**src/source/fpu_cmp_cfg.svh**
```systemverilog
`ifndef FPU_CMP_CFG_SVH
`define FPU_CMP_CFG_SVH

`default_nettype none

// single precision float layout
`define FPU_CMP_EXP_W 8
`define FPU_CMP_MAN_W 23

// result buffer entries
`define FPU_CMP_FIFO_DEPTH 4

`default_nettype wire

`endif

```
**src/source/fpu_cmp_pkg.sv**
```systemverilog
`include "fpu_cmp_cfg.svh"

`default_nettype none

package fpu_cmp_pkg;

  localparam int EXP_W = `FPU_CMP_EXP_W;
  localparam int MAN_W = `FPU_CMP_MAN_W;
  localparam int FPU_W = 1 + EXP_W + MAN_W;

  typedef enum logic [2:0] {
    EQ  = 3'd0,
    LT  = 3'd1,
    LE  = 3'd2,
    MIN = 3'd3,
    MAX = 3'd4
  } fpu_cmp_op_e;

  // same word seen as raw bits or as float fields
  typedef union packed {
    logic [FPU_W-1:0] raw;
    struct packed {
      logic             sign;
      logic [EXP_W-1:0] exp;
      logic [MAN_W-1:0] man;
    } f;
  } fpu_word_u;

  // canonical quiet nan, positive with only the quiet bit set
  localparam logic [FPU_W-1:0] FPU_QNAN = {
    1'b0,
    {EXP_W{1'b1}},
    1'b1,
    {(MAN_W-1){1'b0}}
  };

  function automatic logic [FPU_W-1:0] fpu_zero(input logic sign);
    return {sign, {(FPU_W-1){1'b0}}};
  endfunction

endpackage

`default_nettype wire

```
**src/source/fpu_res_if.sv**
```systemverilog
`timescale 1ns/1ps
`default_nettype none

interface fpu_res_if;
  import fpu_cmp_pkg::*;

  logic             valid;
  logic [FPU_W-1:0] result;
  logic             invalid;
  // op travels along for waveform tracing
  fpu_cmp_op_e      op;

  modport writer (
    output valid,
    output result,
    output invalid,
    output op
  );

  modport reader (
    input valid,
    input result,
    input invalid,
    input op
  );

endinterface

`default_nettype wire

```
**src/source/fpu_cmp_core.sv**
```systemverilog
`timescale 1ns/1ps
`default_nettype none

module fpu_cmp_core (
  input  logic                          clk_i,
  input  logic                          arst_n_i,
  input  logic                          v_i,
  input  fpu_cmp_pkg::fpu_cmp_op_e      op_i,
  input  logic [fpu_cmp_pkg::FPU_W-1:0] a_i,
  input  logic [fpu_cmp_pkg::FPU_W-1:0] b_i,
  fpu_res_if.writer                     res
);
  import fpu_cmp_pkg::*;

  fpu_word_u a_w;
  fpu_word_u b_w;

  logic a_zero;
  logic a_nan;
  logic a_snan;
  logic b_zero;
  logic b_nan;
  logic b_snan;
  logic snan_any;
  logic mag_lt;

  logic eq;
  logic lt;
  logic le;

  logic [FPU_W-1:0] min_w;
  logic [FPU_W-1:0] max_w;
  logic [FPU_W-1:0] sel_result;
  logic             sel_invalid;

  assign a_w = a_i;
  assign b_w = b_i;

  // operand classes
  assign a_zero = ~|a_w.f.exp & ~|a_w.f.man;
  assign b_zero = ~|b_w.f.exp & ~|b_w.f.man;
  assign a_nan  = &a_w.f.exp & |a_w.f.man;
  assign b_nan  = &b_w.f.exp & |b_w.f.man;
  // signaling when quiet bit is clear
  assign a_snan = a_nan & ~a_w.f.man[MAN_W-1];
  assign b_snan = b_nan & ~b_w.f.man[MAN_W-1];

  assign snan_any = a_snan | b_snan;

  // magnitude only, exponent above mantissa keeps ordering
  assign mag_lt = a_w.raw[FPU_W-2:0] < b_w.raw[FPU_W-2:0];

  always_comb begin
    eq = 1'b0;
    lt = 1'b0;
    le = 1'b0;
    if (!(a_nan || b_nan)) begin
      if (a_zero && b_zero) begin
        eq = 1'b1;
        le = 1'b1;
      end else begin
        eq = (a_w.raw == b_w.raw);
        case ({a_w.f.sign, b_w.f.sign})
          2'b00: begin
            lt = mag_lt;
            le = mag_lt | eq;
          end
          // positive a never below negative b
          2'b01: begin
            lt = 1'b0;
            le = 1'b0;
          end
          2'b10: begin
            lt = 1'b1;
            le = 1'b1;
          end
          // both negative, larger magnitude is smaller
          default: begin
            lt = ~mag_lt & ~eq;
            le = ~mag_lt | eq;
          end
        endcase
      end
    end
  end

  always_comb begin
    if (a_nan && b_nan) begin
      min_w = FPU_QNAN;
      max_w = FPU_QNAN;
    end else if (a_nan) begin
      min_w = b_w.raw;
      max_w = b_w.raw;
    end else if (b_nan) begin
      min_w = a_w.raw;
      max_w = a_w.raw;
    end else if (a_zero && b_zero) begin
      // -0 orders below +0
      min_w = fpu_zero(a_w.f.sign | b_w.f.sign);
      max_w = fpu_zero(a_w.f.sign & b_w.f.sign);
    end else if (lt) begin
      min_w = a_w.raw;
      max_w = b_w.raw;
    end else begin
      min_w = b_w.raw;
      max_w = a_w.raw;
    end
  end

  always_comb begin
    sel_result  = '0;
    sel_invalid = 1'b0;
    case (op_i)
      EQ: begin
        sel_result[0] = eq;
        sel_invalid   = snan_any;
      end
      LT: begin
        sel_result[0] = lt;
        sel_invalid   = a_nan | b_nan;
      end
      LE: begin
        sel_result[0] = le;
        sel_invalid   = a_nan | b_nan;
      end
      MIN: begin
        sel_result  = min_w;
        sel_invalid = snan_any;
      end
      MAX: begin
        sel_result  = max_w;
        sel_invalid = snan_any;
      end
    endcase
  end

  always_ff @(posedge clk_i or negedge arst_n_i) begin
    if (!arst_n_i) begin
      res.valid <= 1'b0;
    end else begin
      res.valid <= v_i;
    end
  end

  always_ff @(posedge clk_i) begin
    if (v_i) begin
      res.result  <= sel_result;
      res.invalid <= sel_invalid;
      res.op      <= op_i;
    end
  end

endmodule

`default_nettype wire

```
**src/source/fpu_cmp_retire.sv**
```systemverilog
`timescale 1ns/1ps
`default_nettype none

module fpu_cmp_retire (
  input  logic                          clk_i,
  input  logic                          arst_n_i,
  input  logic                          pop_i,
  input  logic                          empty_i,
  input  logic [fpu_cmp_pkg::FPU_W-1:0] head_result_i,
  input  logic                          head_invalid_i,
  input  logic                          flags_clr_i,
  output logic                          pop_o,
  output logic                          res_v_o,
  output logic [fpu_cmp_pkg::FPU_W-1:0] res_o,
  output logic                          res_invalid_o,
  output logic                          nv_o
);
  import fpu_cmp_pkg::*;

  logic             res_v_q;
  logic [FPU_W-1:0] res_q;
  logic             res_invalid_q;
  logic             nv_q;

  // pop on empty is ignored
  assign pop_o = pop_i & ~empty_i;

  always_ff @(posedge clk_i or negedge arst_n_i) begin
    if (!arst_n_i) begin
      res_v_q <= 1'b0;
      nv_q    <= 1'b0;
    end else begin
      res_v_q <= pop_o;
      // sticky, new invalid beats a same cycle clear
      nv_q    <= (nv_q & ~flags_clr_i) | (pop_o & head_invalid_i);
    end
  end

  always_ff @(posedge clk_i) begin
    if (pop_o) begin
      res_q         <= head_result_i;
      res_invalid_q <= head_invalid_i;
    end
  end

  assign res_v_o       = res_v_q;
  assign res_o         = res_q;
  assign res_invalid_o = res_invalid_q;
  assign nv_o          = nv_q;

endmodule

`default_nettype wire

```
**src/source/fpu_cmp_unit.sv**
```systemverilog
`timescale 1ns/1ps
`default_nettype none

module fpu_cmp_unit (
  input  logic                          clk_i,
  input  logic                          arst_n_i,
  input  logic                          v_i,
  input  fpu_cmp_pkg::fpu_cmp_op_e      op_i,
  input  logic [fpu_cmp_pkg::FPU_W-1:0] a_i,
  input  logic [fpu_cmp_pkg::FPU_W-1:0] b_i,
  input  logic                          pop_i,
  input  logic                          flags_clr_i,
  output logic                          empty_o,
  output logic                          overflow_o,
  output logic                          res_v_o,
  output logic [fpu_cmp_pkg::FPU_W-1:0] res_o,
  output logic                          res_invalid_o,
  output logic                          nv_o
);
  import fpu_cmp_pkg::*;

  fpu_res_if res_bus ();

  logic             fifo_empty;
  logic             fifo_pop;
  logic [FPU_W-1:0] head_result;
  logic             head_invalid;

  fpu_cmp_core u_core (
    .clk_i    (clk_i),
    .arst_n_i (arst_n_i),
    .v_i      (v_i),
    .op_i     (op_i),
    .a_i      (a_i),
    .b_i      (b_i),
    .res      (res_bus.writer)
  );

  fpu_res_fifo u_fifo (
    .clk_i          (clk_i),
    .arst_n_i       (arst_n_i),
    .wr             (res_bus.reader),
    .pop_i          (fifo_pop),
    .empty_o        (fifo_empty),
    .head_result_o  (head_result),
    .head_invalid_o (head_invalid),
    .flags_clr_i    (flags_clr_i),
    .overflow_o     (overflow_o)
  );

  fpu_cmp_retire u_retire (
    .clk_i          (clk_i),
    .arst_n_i       (arst_n_i),
    .pop_i          (pop_i),
    .empty_i        (fifo_empty),
    .head_result_i  (head_result),
    .head_invalid_i (head_invalid),
    .flags_clr_i    (flags_clr_i),
    .pop_o          (fifo_pop),
    .res_v_o        (res_v_o),
    .res_o          (res_o),
    .res_invalid_o  (res_invalid_o),
    .nv_o           (nv_o)
  );

  assign empty_o = fifo_empty;

endmodule

`default_nettype wire

```
**src/source/fpu_res_fifo.sv**
```systemverilog
`include "fpu_cmp_cfg.svh"

`timescale 1ns/1ps
`default_nettype none

module fpu_res_fifo (
  input  logic                          clk_i,
  input  logic                          arst_n_i,
  fpu_res_if.reader                     wr,
  input  logic                          pop_i,
  output logic                          empty_o,
  output logic [fpu_cmp_pkg::FPU_W-1:0] head_result_o,
  output logic                          head_invalid_o,
  input  logic                          flags_clr_i,
  output logic                          overflow_o
);
  import fpu_cmp_pkg::*;

  localparam int DEPTH = `FPU_CMP_FIFO_DEPTH;
  localparam int PTR_W = (DEPTH > 1) ? $clog2(DEPTH) : 1;
  localparam int CNT_W = $clog2(DEPTH + 1);

  logic [FPU_W-1:0] result_mem [DEPTH];
  logic             invalid_mem [DEPTH];

  logic [PTR_W-1:0] rd_ptr;
  logic [PTR_W-1:0] wr_ptr;
  logic [CNT_W-1:0] count;
  logic             full;
  logic             push;
  logic             pop;
  logic             overflow_q;

  function automatic logic [PTR_W-1:0] ptr_next(input logic [PTR_W-1:0] p);
    if (p == PTR_W'(DEPTH - 1)) begin
      return '0;
    end
    return p + 1'b1;
  endfunction

  assign full    = (count == CNT_W'(DEPTH));
  assign empty_o = (count == '0);

  assign pop  = pop_i & ~empty_o;
  // a pop this cycle frees the slot for a write on a full buffer
  assign push = wr.valid & (~full | pop);

  always_ff @(posedge clk_i or negedge arst_n_i) begin
    if (!arst_n_i) begin
      rd_ptr     <= '0;
      wr_ptr     <= '0;
      count      <= '0;
      overflow_q <= 1'b0;
    end else begin
      if (push) begin
        wr_ptr <= ptr_next(wr_ptr);
      end
      if (pop) begin
        rd_ptr <= ptr_next(rd_ptr);
      end
      case ({push, pop})
        2'b10:   count <= count + 1'b1;
        2'b01:   count <= count - 1'b1;
        default: count <= count;
      endcase
      // dropped write wins over clear
      overflow_q <= (overflow_q & ~flags_clr_i) | (wr.valid & ~push);
    end
  end

  always_ff @(posedge clk_i) begin
    if (push) begin
      result_mem[wr_ptr]  <= wr.result;
      invalid_mem[wr_ptr] <= wr.invalid;
    end
  end

  assign head_result_o  = result_mem[rd_ptr];
  assign head_invalid_o = invalid_mem[rd_ptr];
  assign overflow_o     = overflow_q;

endmodule

`default_nettype wire

```
**config.mk**
```make
export PLATFORM = sky130hd
export DESIGN_NAME = fpu_cmp_unit
export DESIGN_NICKNAME = d
export VERILOG_FILES = /design/src/source/fpu_cmp_pkg.sv /design/src/source/fpu_res_if.sv /design/src/source/fpu_cmp_core.sv /design/src/source/fpu_cmp_retire.sv /design/src/source/fpu_cmp_unit.sv /design/src/source/fpu_res_fifo.sv
export VERILOG_INCLUDE_DIRS = /design/src /design/src/source
export SDC_FILE = /design/constraint.sdc
export NUM_CORES = 1
export LEC_CHECK = 0
export ABC_AREA = 1
export BUFFER_PORTS_ARGS = -buffer_cell sky130_fd_sc_hd__buf_2
export CAP_MARGIN = 20
export CELL_PAD_IN_SITES_DETAIL_PLACEMENT = 1
export CELL_PAD_IN_SITES_GLOBAL_PLACEMENT = 1
export CORE_MARGIN = 2
export CORE_UTILIZATION = 42
export DETAILED_ROUTE_END_ITERATION = 8
export GPL_TIMING_DRIVEN = 0
export PLACE_DENSITY = 0.75
export SYNTH_ARGS = -nofsm -noshare
export SYNTH_HDL_FRONTEND = slang
export SYNTH_SLANG_ARGS = --single-unit
```
**constraint.sdc**
```tcl
create_clock -name clk_i -period 3.2 [get_ports clk_i]
set_input_delay 0 -clock clk_i [delete_from_list [all_inputs] [get_ports clk_i]]
set_output_delay 0 -clock clk_i [all_outputs]
set_load 0.02 [all_outputs]
```
==> flow_summary.json, run 1 <==
{
  "status": "complete, no violations",
  "preCtsSetupSlack_ns": -0.202,
  "die_area_um2": 27100,
  "max_cap_violations": 0,
  "min_period_over_period_pct": 90.1,
  "layout_min_cycle_time_ns": 2.88,
  "grt_max_degree": 36,
  "yosysSeqAreaShare_pct": 57.4,
  "crit_path_end_kind": "flop",
  "powerDensity_nw_per_um2": 695,
  "clkSinkCount": 209,
  "min_from": "b_i[1]",
  "grt_pass1_wl_um": 50500,
  "track_usage_pct": 24.2,
  "max_stage_delay_ns": 0.55,
  "leakagePower_nw": 5.19,
  "pin_count": 109,
  "required_ns": 3.44,
  "area_growth_pct": 18.1,
  "setup_viol": 0,
  "die_h_um": 165,
  "placementRows": 58,
  "num_antenna_cells": 0,
  "grt_pass1_vias": 9239,
  "hold_end": "u_core.res.result[1]",
  "cts_root_buffer": "clkbuf_16",
  "synth_async_sr_flop_share_pct": 5.26,
  "startpoint_type": "primary input",
  "r2r_end": "u_fifo.count[2]",
  "fin_tns_setup_ns": 0,
  "crit_top_cell": "nand2_1",
  "cts_buffer_depth": 3,
  "numCtsBuffers": 20,
  "rrSetupSlack_ns": 0.76,
  "cts.reportedPaths.clkPinSlew_ns": 0.06,
  "synth_edf_count": 198,
  "synth_cells": 1156,
  "wl_per_cell_um": 19.5,
  "holdPathStages": 3,
  "dpl.hpwl_um": 23400,
  "fin_ws_ns": 0.317,
  "synth_ff_type": "edfxtp_1",
  "gp_congestion": 0.921,
  "multi_input_area_um2": 3940,
  "synthTopCellsByCount": "edfxtp_1, nand2_1, nand3_1, o21ai_0, nor2_1",
  "core-area_um2": 25300,
  "fillers": 2980,
  "synthesis.nets": 1270,
  "tightest_slew_ns": 0.812,
  "antenna_found_initial": 0,
  "synth_top_area_share_pct": 54.9,
  "routed_wl_um": 32400,
  "cts_tree": "built",
  "cp_data_arrival_time_ns": 3.13,
  "htreeDepth": 1,
  "yosys_register_bits": 209,
  "timing.hold.ws_ns": 0.00343,
  "overflow": 0,
  "synth.distinct_cells": 37,
  "via_per_inst": 5.43,
  "drtIter0Drc": 595,
  "worstRegToRegCells": 10,
  "ant_nets": 0,
  "post_cts_buffers": 0,
  "finalMaxSlewViolations": 0,
  "finalNetCount": 1430,
  "clock_latency_ns": 0.49,
  "critPathSlowestCell": "dlygate4sd3_1",
  "die_width_um": 165,
  "path_max_fanout": 10,
  "hold_viol": 0,
  "max_freq_ghz": 0.347,
  "layout-drive-gt1-share_pct": 14.2,
  "via_count": 9004,
  "rsz0062_at_grt": "false",
  "port_buffers": 108,
  "crit_chain": "buf_2 -> inv_1 -> ha_1 -> nand2_1 -> nor2_1 -> and2_1 -> nand2_1 -> nor2_1 -> nand2_1 -> nand2_1 -> inv_1 -> ha_1 -> nor3_4 -> nor2_8 -> nand2_4 -> buf_2 -> nand2_1 -> nand3_1 -> nand2_1 -> nand2_1 -> a21oi_1 -> dlygate4sd3_1",
  "avgSynthCellArea_um2": 9.37,
  "route.detailed.drc": 0,
  "hold_path_class": "primary input to flop",
  "r2r_start": "u_fifo.count[0]",
  "timing.slew.headroom_pct": 45.6,
  "regArea_um2": 6220,
  "vdd_drop_max_v": 0.000471,
  "synth_top_cells_by_area": "edfxtp_1, nand2_1, nand3_1",
  "synth_area_um2": 10800,
  "synth_area_leader_cell": "edfxtp_1",
  "placedInstanceArea_um2": 11900,
  "final_cell_area_um2": 12800,
  "initial_core_util_pct": 42.9,
  "dr.pass1.iters": 5,
  "yosysWarnings": 0,
  "fin_skew_ns": 0.0118,
  "p_total_mw": 8.89,
  "path_class": "primary input to flop"
}
## per-layer routing
metal | vias to the layer above | global-route usage, % | routed length (um)
met3 | 54 | 1.86 | 1370
met2 | 259 | 42.2 | 15900
met4 | 0 | 7.39 | 780
li1 | 4322 | - | -
met5 | - | 0 | 0
met1 | 4369 | 32.2 | 14400
## cells by family (layout without fill, tap and decap cells)
logic type / count (synthesis) / in the layout / synth area share (%)
simple gates: 465 / 465 / 18.5
compound gates: 251 / 251 / 12.3
flops: 209 / 209 / 57.4
buf+inv: 187 / 359 / 6.73
fa+ha+maj: 42 / 42 / 4.92
xor+xnor: 2 / 2 / 0.162
## worst max-delay path: cells and delay by family
family | cells | cell delay, ns
fa+ha+maj | 2 | 0.50
compound gates | 1 | 0.05
buf+inv | 5 | 1.12
simple gates | 14 | 1.44
## flip-flops by register name, indices dropped and copies added (netlist names)
register and flops:
u_fifo.result_mem 128, u_core.res.result 32, u_retire.res_o 32, u_fifo.invalid_mem 4, u_fifo.count 3, u_fifo.rd_ptr 2, u_fifo.wr_ptr 2, u_core.res.invalid 1
u_core.res.valid 1, u_fifo.overflow_o 1, u_retire.nv_o 1, u_retire.res_invalid_o 1, u_retire.res_v_o 1
## power breakdown
part / switching [mW] / leakage, nW / internal [mW]
sequential: 0.204 / 1.98 / 3.78
clock: 0.935 / 0.295 / 1.28
combinational: 1.91 / 2.91 / 0.785
## cells in the final DEF, fill, tap and decap left out, types with 2 or more instances in the layout
cell type,netlist,final
nand2_1,198,198
edfxtp_1,198,198
nand3_1,120,120
o21ai_0,120,120
buf_2,9,117
inv_1,113,113
nor2_1,116,110
a21oi_1,69,69
clkbuf_1,40,45
ha_1,41,41
o22ai_1,36,36
dlygate4sd3_1,0,25
clkbuf_16,0,21
inv_2,18,18
o21ai_1,17,17
dfrtp_1,11,11
nand4_1,9,9
nor3_1,8,7
nor2_4,0,5
buf_12,0,5
clkinv_2,1,4
clkinv_1,1,4
o211ai_1,4,4
nand2_2,3,3
nor2_2,1,2
nand2_4,2,2
buf_6,2,2
o31ai_1,2,2
buf_1,3,2
xor2_1,2,2
a21o_1,2,2
## how the worst max path moves through the flow
stage                           startpoint                        to  slack, ns
final                              b_i[29]     u_core.res.result[13]       0.32
after floorplan            u_fifo.count[0]           u_fifo.count[2]       0.36
after global placement    u_fifo.wr_ptr[0]  u_fifo.result_mem[0][27]      -0.44
after global routing               b_i[14]     u_core.res.result[13]       0.01
after CTS                          b_i[14]     u_core.res.result[13]       0.02
after detailed placement           b_i[14]     u_core.res.result[20]      -0.20
## area by class of cell
cell class / count / area share, %
Clock inverter: 8 / 0.499
Clock buffer: 26 / 4.25
Multi-Input combinational cell: 760 / 30.7
Inverter: 133 / 3.91
Timing Repair Buffer: 138 / 6.96
Buffer: 54 / 1.80
Tap cell: 330 / 3.23
Sequential cell: 209 / 48.6
## per-stage QoR
step,utilization [%],cells
4_1_cts,50.6,1658
6_report,50.7,1658
3_5_place_dp,47.2,1599
3_3_place_gp,46.7,1594
2_1_floorplan,-,1156
5_1_grt,50.7,1658
## timing repair
action,4_1_cts,5_1_grt
gates resized for setup,0,4
endpoints found under the hold margin,36,0
endpoints found under the setup margin,0,2
hold buffers,25,0
No activity file was read; power rests on OpenSTA's default activity.
==> run 2, diff against run 1 <==
--- a/config.mk
+++ b/config.mk
@@ -6,16 +6,17 @@
 export SDC_FILE = /design/constraint.sdc
 export NUM_CORES = 1
 export LEC_CHECK = 0
-export ABC_AREA = 1
+export ABC_AREA = 0
 export BUFFER_PORTS_ARGS = -buffer_cell sky130_fd_sc_hd__buf_2
 export CAP_MARGIN = 20
 export CELL_PAD_IN_SITES_DETAIL_PLACEMENT = 1
 export CELL_PAD_IN_SITES_GLOBAL_PLACEMENT = 1
 export CORE_MARGIN = 2
-export CORE_UTILIZATION = 42
+export CORE_UTILIZATION = 44
 export DETAILED_ROUTE_END_ITERATION = 8
 export GPL_TIMING_DRIVEN = 0
-export PLACE_DENSITY = 0.75
+export PLACE_DENSITY = 0.74
+export RECOVER_POWER = 25
 export SYNTH_ARGS = -nofsm -noshare
 export SYNTH_HDL_FRONTEND = slang
 export SYNTH_SLANG_ARGS = --single-unit
==> flow_summary.json, run 2 <==
{
  "status": "finished, violations left",
  "violations": "max-capacitance violations, max-slew violations",
  "synth_cells": 649,
  "largest_register_ffs": 128,
  "leakagePower_nw": 4.15,
  "cts_root_buffer": "clkbuf_16",
  "path_class": "primary input to flop",
  "synth_mux_area_share_pct": 8.52,
  "layout_min_cycle_time_ns": 3.03,
  "placedInstanceArea_um2": 10600,
  "port_buffers": 108,
  "synth_top_family_by_area": "compound AO/OA/AOI/OAI gates",
  "tightest_slew_ns": 2.06,
  "finalNetCount": 924,
  "die_h_um": 152,
  "fillers": 2138,
  "route.detailed.drc": 0,
  "powerDensity_nw_per_um2": 701,
  "fin_cells": 1095,
  "num_antenna_cells": 0,
  "critPathSlowestCell": "dlygate4sd3_1",
  "numCtsBuffers": 19,
  "max_stage_delay_ns": 0.58,
  "grt_max_degree": 35,
  "required_ns": 3.40,
  "die_area_um2": 23000,
  "path_buf_inv": 4,
  "clock_latency_ns": 0.47,
  "multi_input_area_um2": 3170,
  "worstRegToRegCells": 3,
  "synth_xor_area_share_pct": 0.183,
  "die_width_um": 152,
  "synth_simple_gate_area_share_pct": 7.44,
  "synthTopCellsByCount": "edfxtp_1, a21oi_1, inv_1, ha_1, nor4_1",
  "track_usage_pct": 22.1,
  "max_cap_violations": 1,
  "vdd_drop_max_v": 0.000354,
  "synth_edf_count": 198,
  "cts_tree": "built",
  "preCtsSetupSlack_ns": -0.518,
  "crit_path_end_kind": "flop",
  "cp_data_arrival_time_ns": 3.23,
  "path_delay_family": "buffers and inverters",
  "fin_skew_ns": 0.0158,
  "post_cts_buffers": 0,
  "holdPathStages": 3,
  "clkPwrFrac_pct": 25.2,
  "hold_path_class": "primary input to flop",
  "wl_per_cell_um": 22.8,
  "p_int_mw": 5.76,
  "yosysWarnings": 0,
  "initial_core_util_pct": 45.2,
  "placementRows": 53,
  "min_period_over_period_pct": 94.6,
  "ant_nets": 0,
  "synth.distinct_cells": 52,
  "final_common_cell": "edfxtp_1",
  "grt_pass1_vias": 7006,
  "regArea_um2": 6220,
  "htreeDepth": 1,
  "p_seq_share_pct": 49.1,
  "p_sw_mw": 2.28,
  "antenna_found_initial": 0,
  "core-area_um2": 21200,
  "p_total_mw": 8.04,
  "path_max_fanout": 10,
  "area_growth_pct": 19.7,
  "routed_wl_um": 25000,
  "dpl.hpwl_um": 17800,
  "synthesis.nets": 763,
  "via_per_inst": 5.89,
  "comb_power_share_pct": 25.6,
  "synth_top_cells_by_area": "edfxtp_1, mux4_2, ha_1",
  "synth_async_sr_flop_share_pct": 5.26,
  "cts.reportedPaths.clkPinSlew_ns": 0.07,
  "max_freq_ghz": 0.330,
  "gp_congestion": 0.899,
  "switching_share_pct": 28.3,
  "startpoint_type": "primary input",
  "finalMaxSlewViolations": 35,
  "setup_viol": 0,
  "clkSinkCount": 209,
  "via_count": 6445,
  "synth_area_leader_cell": "edfxtp_1",
  "synth_compound_area_share_pct": 10.5,
  "timing.hold.ws_ns": 0.0227,
  "synthAdderAreaFrac_pct": 5.56,
  "hold_viol": 0,
  "path_depth": 16,
  "final_cell_mix": "edfxtp_1, buf_2, a21oi_1",
  "drtIter0Drc": 494,
  "synth_ff_type": "edfxtp_1",
  "yosysSeqAreaShare_pct": 64.9,
  "crit_chain": "buf_2 -> inv_1 -> ha_1 -> nand3_1 -> nor3_4 -> nand2_1 -> o221ai_2 -> nor2_1 -> ha_1 -> o311ai_4 -> a21oi_4 -> buf_4 -> mux2i_4 -> a32oi_1 -> dlygate4sd3_1 -> nand2_1",
  "yosys_register_bits": 209,
  "final_cell_area_um2": 11500,
  "pin_count": 109,
  "grt_pass1_wl_um": 38700,
  "dpl.cell_count": 1036,
  "avgSynthCellArea_um2": 14.8,
  "regMostFlops": "u_fifo.result_mem",
  "synth_top_area_share_pct": 62.0,
  "overflow": 0,
  "timing.slew.headroom_pct": -37.5,
  "dr.pass1.iters": 7,
  "synth.most_common_cell": "edfxtp_1",
  "fin_ws_ns": 0.172,
  "layout-drive-gt1-share_pct": 23.5,
  "rsz0062_at_grt": "false",
  "synth_area_um2": 9580,
  "cts_buffer_depth": 3
}
==> run 2: changes by cell type after synthesis, sizes merged, moves of 33 or more <==
cell | previous run | this run
nand3 | 121 | 11
nor2 | 118 | 19
inv | 131 | 42
o21ai | 137 | 20
mux4 | 0 | 33
o22ai | 36 | 1
nand2 | 203 | 30
nor4 | 1 | 34
==> run 2: power by group through the flow <==
stage	Clock [mW]	Sequential, mW	Combinational [mW]
floorplan	0	4.18	1.08
global placement	0	3.96	1.91
detailed placement	0	4.01	2.05
CTS	2.08	3.96	2.09
global route	2.16	4.00	2.25
finish	2.03	3.95	2.06
==> run 2: repair_timing <==
action	CTS	global route
cloned	0	0
hold buffers	28	0
setup endpoints to repair	3	20
gates resized for setup	1	17
endpoints found under the hold margin	28	0
pin swaps	0	1
==> run 2: final timing paths <==
| check | slack, ns | start | end |
|---|---|---|---|
| worst max-delay path | 0.17 | b_i[22] | u_core.res.result[23] |
| worst min-delay path | 0.02 | b_i[14] | u_core.res.result[14] |
| worst max register to register | 0.71 | u_fifo.rd_ptr[0] | u_retire.res_o[22] |
| worst min register to register | 0.51 | u_core.res.result[9] | u_fifo.result_mem[3][9] |
| max in group asynchronous | 2.25 | arst_n_i | u_core.res.valid |
| min in group asynchronous | 0.58 | arst_n_i | u_retire.res_v_o |
==> run 2: per-stage QoR <==
step                      TNS [ns]  utilization [%]
final                            0             54.1
after global routing             0             54.1
after CTS                        0             53.7
after detailed placement     -8.39             49.8
after global placement       -7.55             49.3
after floorplan                  0                -
==> run 2: kinds of logic (layout without fill, tap and decap cells) <==
| family | count (synthesis) | in the layout |
|---|---|---|
| muxes | 40 | 40 |
| buffers and inverters | 72 | 243 |
| adders and majority gates | 42 | 42 |
| and+or+nand+nor | 136 | 136 |
| DFF | 209 | 209 |
| xor gates and xnor gates | 2 | 2 |
| AOI/OAI and AO/OA | 148 | 148 |
==> run 2: worst register-to-register path: cells and delay by family, from the launching register on <==
| kind | cells | cell delay [ns] |
|---|---|---|
| buffers and inverters | 2 | 1.20 |
| muxes | 1 | 0.65 |
| DFF | 1 | 0.36 |
==> run 2: routing by layer <==
layer  wire length [um]  global-route usage (%)  vias up
met5                  0                       0        -
met1              10600                    29.3     3277
met2              12500                    38.8      211
met3               1250                    2.57       38
li1                   -                       -     2919
met4                536                    6.34        0
==> run 2: area by class of cell <==
class                      instances  share of cell area [%]
buffer                            30                    1.10
clock buffer                      23                    4.28
clock inverter                     8                   0.502
inverter                          42                    1.37
multi-input combinational        368                    27.6
sequential                       209                    54.2
tap                              275                    3.00
timing repair buffer             140                    7.91
